## src/hw/issue_params.svh

```systemverilog
`ifndef ISSUE_PARAMS_SVH
`define ISSUE_PARAMS_SVH

//////////////////////////////////////////////////////////////////////
// issue queue geometry
//////////////////////////////////////////////////////////////////////

// number of decoded records the queue can hold
`define IQ_DEPTH 16

// free slots held back before full is raised
// one pair in decode, one in the fetch register, one on the bus
`define IQ_FULL_MARGIN 6

//////////////////////////////////////////////////////////////////////
// fetch
//////////////////////////////////////////////////////////////////////

`define RESET_PC 32'h1c00_0000 // first fetch address out of reset

`endif

```

## src/hw/issue_pkg.sv

```systemverilog
package issue_pkg;

    typedef logic [31:0] addr_t;    // byte address
    typedef logic [31:0] word_t;    // instruction or data word
    typedef logic [4:0]  reg_idx_t; // architectural register
    typedef logic [31:0] imm_t;     // sign-extended immediate
    typedef logic [3:0]  sub_op_t;

    typedef enum logic [1:0] {
        OP_ALU,
        OP_LOAD,
        OP_STORE,
        OP_ILLEGAL
    } op_class_e;

    typedef enum logic [1:0] {
        FS_IDLE,
        FS_WORD0,
        FS_WORD1,
        FS_HOLD
    } fetch_state_e;

    // sub-operation codes inside an op class
    localparam sub_op_t SUB_ADD  = 4'd0;
    localparam sub_op_t SUB_SUB  = 4'd1;
    localparam sub_op_t SUB_AND  = 4'd2;
    localparam sub_op_t SUB_OR   = 4'd3;
    localparam sub_op_t SUB_ADDI = 4'd4;
    localparam sub_op_t SUB_LD   = 4'd5;
    localparam sub_op_t SUB_ST   = 4'd6;
    localparam sub_op_t SUB_NONE = 4'd15; // illegal words

    typedef struct packed {
        logic  valid;
        addr_t pc;    // address of word0
        word_t word0;
        word_t word1;
    } fetch_pair_t;

    typedef struct packed {
        logic      valid;
        addr_t     pc;
        op_class_e op;
        sub_op_t   sub_op;
        reg_idx_t  rd;
        reg_idx_t  rj;
        reg_idx_t  rk;
        logic      rd_we;    // never set for r0
        imm_t      imm;
        logic      reads_rk;
        logic      reads_rd; // st.w data source
    } dec_inst_t;

endpackage

```

## src/hw/inst_decode.sv

```systemverilog
`timescale 1ns/1ns

module inst_decode (
    input  logic                   clk,
    input  logic                   rstn,
    input  logic                   i_flush,
    input  issue_pkg::fetch_pair_t i_pair,
    output issue_pkg::dec_inst_t   o_inst0,
    output issue_pkg::dec_inst_t   o_inst1
);
    import issue_pkg::*;

    dec_inst_t  dec0_q;
    dec_inst_t  dec1_q;
    logic [1:0] vld_q;

    // one word into one record, valid is filled in by the caller
    function automatic dec_inst_t decode_word(input word_t w, input addr_t pc);
        dec_inst_t   d;
        logic [16:0] op_3r;
        logic [9:0]  op_2ri;
        op_3r    = w[31:15];
        op_2ri   = w[31:22];
        d        = '0;
        d.pc     = pc;
        d.op     = OP_ILLEGAL;
        d.sub_op = SUB_NONE;
        d.rd     = w[4:0];
        d.rj     = w[9:5];
        d.rk     = w[14:10];

        // three-register forms
        case (op_3r)
            17'h00020: d.sub_op = SUB_ADD;
            17'h00022: d.sub_op = SUB_SUB;
            17'h00029: d.sub_op = SUB_AND;
            17'h0002a: d.sub_op = SUB_OR;
            default: ;
        endcase
        if (d.sub_op != SUB_NONE) begin
            d.op       = OP_ALU;
            d.rd_we    = 1'b1;
            d.reads_rk = 1'b1;
        end

        // 12-bit immediate forms
        case (op_2ri)
            10'h00a: begin
                d.op     = OP_ALU;
                d.sub_op = SUB_ADDI;
                d.rd_we  = 1'b1;
            end
            10'h0a2: begin
                d.op     = OP_LOAD;
                d.sub_op = SUB_LD;
                d.rd_we  = 1'b1;
            end
            10'h0a6: begin
                d.op       = OP_STORE;
                d.sub_op   = SUB_ST;
                d.reads_rd = 1'b1;
            end
            default: ;
        endcase
        if (d.sub_op == SUB_ADDI || d.sub_op == SUB_LD || d.sub_op == SUB_ST) begin
            d.imm = {{20{w[21]}}, w[21:10]};
        end

        d.rd_we = d.rd_we && (d.rd != 5'd0); // r0 is never written
        return d;
    endfunction

    always_ff @(posedge clk) begin
        if (i_pair.valid) begin
            dec0_q <= decode_word(i_pair.word0, i_pair.pc);
            dec1_q <= decode_word(i_pair.word1, i_pair.pc + 32'd4);
        end
    end

    always_ff @(posedge clk) begin
        if (!rstn) begin
            vld_q <= 2'b00;
        end else if (i_flush) begin
            vld_q <= 2'b00;       // drop the pair in flight
        end else begin
            vld_q <= {2{i_pair.valid}};
        end
    end

    // slot 0 is the older word
    always_comb begin
        o_inst0       = dec0_q;
        o_inst0.valid = vld_q[0];
        o_inst1       = dec1_q;
        o_inst1.valid = vld_q[1];
    end

endmodule

```

## src/hw/inst_fetch.sv

```systemverilog
`timescale 1ns/1ns
`include "issue_params.svh"

module inst_fetch (
    input  logic                   clk,
    input  logic                   rstn,
    input  logic                   i_flush,
    input  issue_pkg::addr_t       i_flush_pc,
    input  logic                   i_iq_full,
    output logic                   o_wb_cyc,
    output logic                   o_wb_stb,
    output logic                   o_wb_we,
    output logic [3:0]             o_wb_sel,
    output issue_pkg::addr_t       o_wb_adr,
    input  issue_pkg::word_t       i_wb_dat,
    input  logic                   i_wb_ack,
    output issue_pkg::fetch_pair_t o_pair
);
    import issue_pkg::*;

    fetch_state_e state;
    addr_t        pc;         // address of the next pair
    addr_t        adr_q;
    word_t        word0_q;
    word_t        word1_q;
    addr_t        pair_pc;
    logic         pair_valid;
    logic         discard;    // open transfer belongs to a flushed stream
    logic         bus_open;

    assign bus_open = (state == FS_WORD0) || (state == FS_WORD1);

    // read-only master, full word lanes
    assign o_wb_cyc = bus_open;
    assign o_wb_stb = bus_open;
    assign o_wb_we  = 1'b0;
    assign o_wb_sel = 4'hf;
    assign o_wb_adr = adr_q;

    //////////////////////////////////////////////////////////////////////
    // control
    //////////////////////////////////////////////////////////////////////
    always_ff @(posedge clk) begin
        if (!rstn) begin
            state      <= FS_IDLE;
            pc         <= `RESET_PC;
            discard    <= 1'b0;
            pair_valid <= 1'b0;
        end else begin
            pair_valid <= 1'b0;
            if (i_flush) begin
                pc <= i_flush_pc;
                if (bus_open && !i_wb_ack) begin
                    discard <= 1'b1; // let the slave finish first
                end else begin
                    state   <= FS_IDLE;
                    discard <= 1'b0;
                end
            end else begin
                case (state)
                    FS_IDLE, FS_HOLD: begin
                        if (!i_iq_full) state <= FS_WORD0;
                    end
                    FS_WORD0: begin
                        if (i_wb_ack) begin
                            state   <= discard ? FS_IDLE : FS_WORD1;
                            discard <= 1'b0;
                        end
                    end
                    FS_WORD1: begin
                        if (i_wb_ack && discard) begin
                            state   <= FS_IDLE;
                            discard <= 1'b0;
                        end else if (i_wb_ack) begin
                            state      <= FS_HOLD; // cyc drops for at least a cycle
                            pc         <= pc + 32'd8;
                            pair_valid <= 1'b1;
                        end
                    end
                    default: state <= FS_IDLE;
                endcase
            end
        end
    end

    // address and captured words
    always_ff @(posedge clk) begin
        if (!bus_open) begin
            adr_q <= pc;
        end else if (state == FS_WORD0 && i_wb_ack) begin
            adr_q   <= adr_q + 32'd4;
            word0_q <= i_wb_dat;
        end
        if (state == FS_WORD1 && i_wb_ack) begin
            word1_q <= i_wb_dat;
            pair_pc <= pc;
        end
    end

    always_comb begin
        o_pair.valid = pair_valid;
        o_pair.pc    = pair_pc;
        o_pair.word0 = word0_q;
        o_pair.word1 = word1_q;
    end

    // a request keeps its address until the slave acknowledges it
    a_adr_stable: assert property (@(posedge clk) disable iff (!rstn)
        (o_wb_stb && !i_wb_ack) |=> (o_wb_stb && $stable(o_wb_adr)))
        else $error("fetch address changed during an open request");

endmodule

```

## src/hw/issue_queue.sv

```systemverilog
`timescale 1ns/1ns
`include "issue_params.svh"

module issue_queue (
    input  logic                 clk,
    input  logic                 rstn,
    input  logic                 i_flush,
    input  issue_pkg::dec_inst_t i_inst0,
    input  issue_pkg::dec_inst_t i_inst1,
    input  logic [1:0]           i_pop_num,
    output issue_pkg::dec_inst_t o_head0,
    output issue_pkg::dec_inst_t o_head1,
    output logic                 o_full
);
    import issue_pkg::*;

    localparam int PTR_W = $clog2(`IQ_DEPTH);
    localparam int CNT_W = $clog2(`IQ_DEPTH + 1);

    localparam logic [PTR_W:0] DEPTH_P   = (PTR_W + 1)'(`IQ_DEPTH);
    localparam logic [CNT_W-1:0] DEPTH_C = CNT_W'(`IQ_DEPTH);
    localparam logic [CNT_W-1:0] FULL_AT = CNT_W'(`IQ_DEPTH - `IQ_FULL_MARGIN);

    dec_inst_t        mem [`IQ_DEPTH]; // record storage
    logic [PTR_W-1:0] head;            // oldest entry
    logic [PTR_W-1:0] tail;            // next free slot
    logic [PTR_W-1:0] head_p1;
    logic [PTR_W-1:0] tail_p1;
    logic [PTR_W-1:0] head_next;
    logic [PTR_W-1:0] tail_next;
    logic [CNT_W-1:0] count;
    logic [CNT_W-1:0] count_next;
    logic [1:0]       push_num;

    // pointer advance, wraps modulo the depth
    function automatic logic [PTR_W-1:0] ptr_add(input logic [PTR_W-1:0] p,
                                                 input logic [1:0] n);
        logic [PTR_W:0] sum;
        sum = {1'b0, p} + (PTR_W + 1)'(n);
        if (sum >= DEPTH_P) begin
            sum = sum - DEPTH_P;
        end
        return sum[PTR_W-1:0];
    endfunction

    //////////////////////////////////////////////////////////////////////
    // occupancy
    //////////////////////////////////////////////////////////////////////
    assign push_num   = {1'b0, i_inst0.valid} + {1'b0, i_inst1.valid};
    assign head_p1    = ptr_add(head, 2'd1);
    assign tail_p1    = ptr_add(tail, 2'd1);
    assign head_next  = ptr_add(head, i_pop_num);
    assign tail_next  = ptr_add(tail, push_num);
    assign count_next = count - CNT_W'(i_pop_num) + CNT_W'(push_num);

    always_ff @(posedge clk) begin
        if (!rstn) begin
            head   <= '0;
            tail   <= '0;
            count  <= '0;
            o_full <= 1'b0;
        end else if (i_flush) begin
            head   <= '0;
            tail   <= '0;
            count  <= '0;
            o_full <= 1'b0;
        end else begin
            head   <= head_next;
            tail   <= tail_next;
            count  <= count_next;
            o_full <= (count_next >= FULL_AT); // stops fetch early
        end
    end

    //////////////////////////////////////////////////////////////////////
    // storage
    //////////////////////////////////////////////////////////////////////
    always_ff @(posedge clk) begin
        if (!i_flush) begin
            if (i_inst0.valid) begin
                mem[tail] <= i_inst0;
            end
            if (i_inst1.valid) begin
                mem[i_inst0.valid ? tail_p1 : tail] <= i_inst1; // keep program order
            end
        end
    end

    // two oldest entries, valid from the count
    always_comb begin
        o_head0       = mem[head];
        o_head0.valid = (count != '0);
        o_head1       = mem[head_p1];
        o_head1.valid = (count > CNT_W'(1));
    end

    // the selector only pops what the heads showed as valid
    a_pop_le_count: assert property (@(posedge clk) disable iff (!rstn || i_flush)
        CNT_W'(i_pop_num) <= count)
        else $error("issue queue popped more records than it holds");

    // the full margin has to cover everything already past the fetch check
    a_no_overrun: assert property (@(posedge clk) disable iff (!rstn || i_flush)
        (count + CNT_W'(push_num)) <= DEPTH_C)
        else $error("issue queue written beyond its depth");

endmodule

```

## src/hw/issue_select.sv

```systemverilog
`timescale 1ns/1ns

module issue_select (
    input  logic                 i_stall,
    input  issue_pkg::dec_inst_t i_head0,
    input  issue_pkg::dec_inst_t i_head1,
    output logic [1:0]           o_pop_num,
    output logic [1:0]           o_issue_valid
);
    import issue_pkg::*;

    logic mem0;
    logic mem1;
    logic raw_hazard;
    logic pair_ok;
    logic issue_a;

    always_comb begin
        mem0 = (i_head0.op == OP_LOAD) || (i_head0.op == OP_STORE);
        mem1 = (i_head1.op == OP_LOAD) || (i_head1.op == OP_STORE);

        // legal records always read rj
        raw_hazard = i_head0.rd_we &&
                     ((i_head1.rj == i_head0.rd) ||
                      (i_head1.reads_rk && (i_head1.rk == i_head0.rd)) ||
                      (i_head1.reads_rd && (i_head1.rd == i_head0.rd)));

        pair_ok = i_head1.valid &&
                  (i_head0.op != OP_ILLEGAL) &&
                  (i_head1.op != OP_ILLEGAL) && // illegal issues alone
                  !(mem0 && mem1) &&              // one memory port
                  !raw_hazard;

        issue_a       = i_head0.valid && !i_stall;
        o_issue_valid = {issue_a && pair_ok, issue_a};
        o_pop_num     = {1'b0, o_issue_valid[0]} + {1'b0, o_issue_valid[1]};

        // slot B is always the word right after slot A in the queue
        if (o_issue_valid[1]) begin
            a_pair_order: assert (o_issue_valid[0] && (i_head1.pc == i_head0.pc + 32'd4))
                else $error("slot B issued without slot A or out of order");
        end
    end

endmodule

```

## src/hw/issue_top.sv

```systemverilog
`timescale 1ns/1ns

module issue_top (
    input  logic                 clk,
    input  logic                 rstn,
    input  logic                 i_stall,
    input  logic                 i_flush,
    input  issue_pkg::addr_t     i_flush_pc,
    output logic                 o_wb_cyc,
    output logic                 o_wb_stb,
    output logic                 o_wb_we,
    output logic [3:0]           o_wb_sel,
    output issue_pkg::addr_t     o_wb_adr,
    input  issue_pkg::word_t     i_wb_dat,
    input  logic                 i_wb_ack,
    output issue_pkg::dec_inst_t o_issue_a,
    output issue_pkg::dec_inst_t o_issue_b,
    output logic [1:0]           o_issue_valid
);
    import issue_pkg::*;

    fetch_pair_t pair;
    dec_inst_t   inst0;
    dec_inst_t   inst1;
    dec_inst_t   head0;
    dec_inst_t   head1;
    logic [1:0]  pop_num;
    logic        iq_full;

    //////////////////////////////////////////////////////////////////////
    // fetch -> decode -> queue -> select
    //////////////////////////////////////////////////////////////////////
    inst_fetch u_fetch (
        .clk        (clk),
        .rstn       (rstn),
        .i_flush    (i_flush),
        .i_flush_pc (i_flush_pc),
        .i_iq_full  (iq_full),
        .o_wb_cyc   (o_wb_cyc),
        .o_wb_stb   (o_wb_stb),
        .o_wb_we    (o_wb_we),
        .o_wb_sel   (o_wb_sel),
        .o_wb_adr   (o_wb_adr),
        .i_wb_dat   (i_wb_dat),
        .i_wb_ack   (i_wb_ack),
        .o_pair     (pair)
    );

    inst_decode u_decode (
        .clk     (clk),
        .rstn    (rstn),
        .i_flush (i_flush),
        .i_pair  (pair),
        .o_inst0 (inst0),
        .o_inst1 (inst1)
    );

    issue_queue u_queue (
        .clk       (clk),
        .rstn      (rstn),
        .i_flush   (i_flush),
        .i_inst0   (inst0),
        .i_inst1   (inst1),
        .i_pop_num (pop_num),
        .o_head0   (head0),
        .o_head1   (head1),
        .o_full    (iq_full)
    );

    issue_select u_select (
        .i_stall       (i_stall),
        .i_head0       (head0),
        .i_head1       (head1),
        .o_pop_num     (pop_num),
        .o_issue_valid (o_issue_valid)
    );

    // issue slots are the queue heads
    assign o_issue_a = head0;
    assign o_issue_b = head1;

endmodule

```

## config.mk

```make
export PLATFORM = sky130hd
export DESIGN_NAME = issue_top
export DESIGN_NICKNAME = d
export VERILOG_FILES = /design/src/hw/issue_pkg.sv /design/src/hw/inst_decode.sv /design/src/hw/inst_fetch.sv /design/src/hw/issue_queue.sv /design/src/hw/issue_select.sv /design/src/hw/issue_top.sv
export VERILOG_INCLUDE_DIRS = /design/src /design/src/hw
export SDC_FILE = /design/constraint.sdc
export NUM_CORES = 2
export LEC_CHECK = 0
export ABC_AREA = 1
export BUFFER_PORTS_ARGS = -buffer_cell sky130_fd_sc_hd__buf_2
export CELL_PAD_IN_SITES_DETAIL_PLACEMENT = 0
export CELL_PAD_IN_SITES_GLOBAL_PLACEMENT = 2
export CORE_UTILIZATION = 35
export CTS_CLUSTER_DIAMETER = 60
export DETAILED_ROUTE_END_ITERATION = 12
export PLACE_DENSITY = 0.83
export REMOVE_ABC_BUFFERS = 1
export SETUP_SLACK_MARGIN = 0.1
export SYNTH_ARGS = -nofsm -noshare
export SYNTH_HDL_FRONTEND = slang
export SYNTH_SLANG_ARGS = --single-unit
```

## constraint.sdc

```tcl
create_clock -name clk -period 4.7 [get_ports clk]
set_input_delay 0.705 -clock clk [delete_from_list [all_inputs] [get_ports clk]]
set_output_delay 0.705 -clock clk [all_outputs]
set_load 0.02 [all_outputs]
```

-- Word-level counts from Yosys, hierarchy flattened
Memories as Yosys holds them, arrays and structs flattened. A register that Yosys moved wholly into a read port is not among the register bits.
Cells that the tools add are included.
- bits in registers: 315
- bits in latches: 0
- RAM bits: 1424
- bits in read-only memories: 0
- input bits: 69
- output and inout bits: 219
- word-level logic and storage cells: 193
- memories kept: 1
- add/subtract/negate cells: 15
- multipliers: 0
- divide/modulo/power cells: 0
- $lt $le $gt $ge: 6
- eq/ne operators: 41
- shifts and indexed selects: 0
- multiplexer cells: 50
- bitwise logic cells: 2
- reduce and logical (&&, ||, !) cells: 45
- memories (name ; words ; bits a word ; read ports ; clocked after Yosys merged registers in ; write ports ; RTL line ; text):
    u_queue.mem ; 16 ; 89 ; 2 ; 1 ; 2 ; issue_queue.sv:24 ; dec_inst_t mem [`IQ_DEPTH];
- operators with widths (operator ; count):
    32-bit 2-to-1 mux ; 6
    17-bit by 6-bit == test with 1-bit output (second input constant) ; 8
    32-bit by 3-bit adder with 32-bit output (second input constant) ; 2
    10-bit by 8-bit == test with 1-bit output (second input constant) ; 4
    6-bit case mux with 3 select lines ; 2
    32-bit by 4-bit adder with 32-bit output (second input constant) ; 1
    4-bit 2-to-1 mux ; 8
    4-bit case mux with 4 select lines ; 2
    4-bit by 3-bit == test with 1-bit output (second input constant) ; 6
    10-bit by 4-bit == test with 1-bit output (second input constant) ; 2
    5-bit >= comparator (second input constant) ; 4
    1-bit 2-to-1 mux ; 19
    2-bit 2-to-1 mux ; 9
    1-bit logical AND ; 16
    4-bit by 1-bit subtractor with 4-bit output (second input constant) ; 4
    5-bit == test ; 3
    5-bit nonzero test ; 3
    6-bit 2-to-1 mux ; 2
    4-bit inequality test (second input constant) ; 3
    4-bit by 1-bit adder with 5-bit output (second input constant) ; 2
    4-bit by 2-bit adder with 5-bit output ; 2
    2-bit inequality test (second input constant) ; 5
    1-bit logical OR ; 9
    3-bit inequality test (second input constant) ; 3
    19 further kinds ; 34

-- Longest topological paths before layout
An unclocked memory read counts as a cell.
- word-level depth: 17
- gate-level depth with buffers: 27
- mapped depth without buffers: 26

-- Modules after synthesis
Synthesis repeated with hierarchy kept, for this count alone.
- cell total of the unflattened synthesis: 14333
- area, all modules: 108163.7 um2
- by module, submodules not included (module ; instances ; cells each ; area each (um2) ; seq. area each (um2)):
    issue_queue ; 1 ; 12953 ; 94289.2 ; 42560.8
    inst_fetch ; 1 ; 789 ; 7527.2 ; 4564.4
    inst_decode ; 1 ; 504 ; 5967.0 ; 4043.9
    issue_select ; 1 ; 87 ; 380.4 ; 0.0

-- Worst setup path after synthesis
Ideal clock, no wire load.
- path type: input-to-reg
- from: in i_flush
- to: mem u_queue.mem[0][0] in the netlist's numbering, enable pin
- setup time: 495 ps
- arrival: 4152 ps
- required time: 4205 ps
- path slack: 54 ps
- stages: 4
- buffers on the path: 1
- cell sequence: clkbuf_1 nor2_1 o21ai_0 nor2_1
- RTL lines (item ; RTL line ; text):
    start, declared ; issue_top.sv:7 ; input logic i_flush,
    end, declared ; issue_queue.sv:24 ;

==> results_dict.tcl <==
set metrics [dict create \
    status "completed" \
    areaGrowthSynthToFinish_pct 12.3 \
    synthArstFlopShare 0 \
    max_freq_mhz 225 \
    ys_seq_elements 1400 \
    crit_required_ns 3.99 \
    criticalPathCategory "reg2out" \
    rsz0062_at_grt "true" \
    cp_top_family "buffers and inverters" \
    dpl.hpwl_um 170000 \
    drive_gt1_frac 0.0905 \
    max_stage_delay_ns 0.60 \
    num_rows 172 \
    synthFlopType "edfxtp_1" \
    clk_pin_slew_ns 0.06 \
    finalHoldViolations 0 \
    grt_pass1_vias 61100 \
    setup_tns_ns 0 \
    cp-end-kind "primary output" \
    fin_ws_ns 0.252 \
    arrival_ns 3.74 \
    path_cells "ha_4 > buf_6 > buf_6 > o21ai_0 > o22ai_1 > o221ai_1 > nand2_1 > buf_2" \
    period_share 0.946 \
    synth_edf_count 1350 \
    cts.htree.levels 4 \
    avgSynthCellArea_sq_um 8.50 \
    avgRoutedWirePerCell_um 24.9 \
    die-area_sq_um 223000 \
    grt_pass1_wl_um 423000 \
    start_util 0.352 \
    dr.pass1.iters 7 \
    dr.first_iter.drc_count 8506 \
    syn-cell-area_sq_um 77300 \
    yosysUniqueCellTypes 52 \
    path_buf_inv 3 \
    die_h_um 472 \
    n_antenna_cell 0 \
    grt_usage 0.258 \
    ctsLongestPathBuffers 3 \
    p_leak_nw 31.4 \
    wirelength_um 298000 \
    setup_viol 0 \
    worst_pin_slew_ns 1.36 \
    crit_slowest_cell "buf_6" \
    final_common_cell "o21ai_0" \
    worstPathMaxFanout 69 \
    drc 0 \
    ys_seq_area_frac 0.537 \
    report.final.slew_viol_count 0 \
    cp-start-kind "flop" \
    p_per_area_nw_per_um2 415 \
    grt_max_degree 253 \
    antenna_found_initial 12 \
    yosysWarnings 0 \
    slew_headroom 0.0893 \
    num_vias 67100 \
    io_pins 288 \
    drv_cap 0 \
    io_buffer_count 282 \
    layout.nets 8949 \
    cp_common_cell "buf_6" \
    period_needed_ns 4.45 \
    clock-sinks 1400 \
    insertion_delay_ns 0.84 \
    ant_nets 0 \
    peakVddDrop_uv 340 \
    gr-total-overflow 0 \
    coreArea_sq_um 220000 \
    gp_congestion 0.845 \
    via_per_inst 5.61 \
    tritoncts "yes" \
    numCtsBuffers 175 \
    worstHoldPathType "in2reg" \
    syn_inst 9098 \
    dp_worst_setup_slack_ns 0.155 \
    die_w_um 472 \
    r2r_setup_slack_ns 0.41 \
    cts_root_buf "clkbuf_16" \
    mostFrequentLayoutCells "o21ai_0, nand2_1, edfxtp_1" \
    clock_skew_ns 0.0426 \
]
[final cells by class]
cell class              instances  area, sq um
well taps                    2958         3700
inverters                     678         2610
clock inverters               114         1210
clock buffers                 206         4580
multi-input cells            6131        29500
flip-flops and latches       1400        41600
fillers                     21600       133000
repair buffers                469         3690
[worst paths after layout]
kind,cells after the start,end,start
worst max-delay path,8,o_issue_b[70],u_queue.head[0]
worst min-delay path,1,u_fetch.word1_q[26],i_wb_dat[26]
worst max register to register,26,u_queue.o_full,u_queue.head[0]
worst min register to register,0,u_decode.o_inst0[43],u_fetch.word0_q[8]
[Yosys cell counts (all sizes together) (2+ instances only)]
cell type  number  area [sq um]
inv           677          2550
nand3         297          1500
edfxtp       1350         40500
o211ai         75           563
o221ai        113           990
nor2          670          2560
nand4          23           144
nor3b           2          20.0
or2             4          25.0
fa              3          60.1
xor2           55           519
o22ai         102           638
a31oi          13          81.3
a221oi         32           280
nand2        2023          7620
o2111ai        88           771
ha             22           275
nor3           23           145
buf           367          2030
nor4b           2          17.5
conb            2          7.51
clkbuf        525          1970
xnor2          20           175
a21oi         475          2380
dfxtp          50          1000
nand3b          4          30.0
o21ai        2062         10300
nor4           10          62.6
[state kept, by name, indices dropped and copies added (netlist names), 32 cells and up]
signal and count:
u_decode.o_inst0 66, u_decode.o_inst1 68, u_fetch.o_wb_adr 32, u_fetch.pair_pc 32
u_fetch.pc 32, u_fetch.word0_q 32, u_fetch.word1_q 32, u_queue.mem 1088
[power by group]
group          internal [mW]  total, mW  switching, mW
Combinational           2.23       8.02           5.80
Clock                   8.01       13.7           5.73
Sequential              13.9       14.2          0.331
Total                   24.1       36.0           11.9
[routing by layer]
layer	global-route usage	wire length, um
met1	0.353	125000
met2	0.412	135000
met3	0.0372	26100
met4	0.0967	11500
met5	0	39
[worst register-to-register path, stage by stage (launching register included)]
cell and delay, ns:
dfxtp_4 0.44, buf_12 0.16, buf_16 0.24, nand2_1 0.09, nand3_1 0.09, nand2_1 0.05, nor2_1 0.10, nand2_1 0.06
nand2_1 0.30, inv_1 0.20, nand2_1 0.09, nand2_1 0.05, nor2_1 0.22, nand3_1 0.10, nand3_1 0.17, nand2_2 0.12
nand3_2 0.09, inv_1 0.07, fa_1 0.42, inv_1 0.08, ha_1 0.17, inv_1 0.07, fa_1 0.40, xnor2_1 0.17
nor2_1 0.07, nand2_1 0.09, o21ai_0 0.07
[through the flow]
step	std cells	instance area [sq um]	hold WS, ns	total power [mW]	utilization
after CTS	11900	86600	0.00313	35.9	0.394
after global routing	12000	86800	0.0365	37.3	0.395
after detailed placement	11600	80700	0.407	22.3	0.367
after global placement	11600	80700	0.404	22.2	0.367
final	12000	86800	0.0669	36.0	0.395
after floorplan	8209	73300	0.400	18.1	-
[logic make-up (layout without fill, tap and decap cells)]
group,Yosys count,in the layout,share of synthesized area
and+or+nand+nor,3061,3061,0.157
AOI/OAI and AO/OA,2965,2965,0.208
buffers and inverters,1570,1467,0.0847
DFF,1400,1400,0.537
xor gates and xnor gates,75,75,0.00898
adders and majority gates,25,25,0.00434
other,2,5,0.0000971
[what timing repair did]
| action | CTS | global route |
|---|---|---|
| setup endpoints to repair | 92 | 86 |
| gates cloned | 0 | 4 |
| hold buffers | 1 | 0 |
| hold endpoints to repair | 2 | 0 |
| gates resized for setup | 18 | 18 |
| pin swaps | 0 | 1 |
| setup buffers | 0 | 3 |
Power figures use the tool's default switching activity.
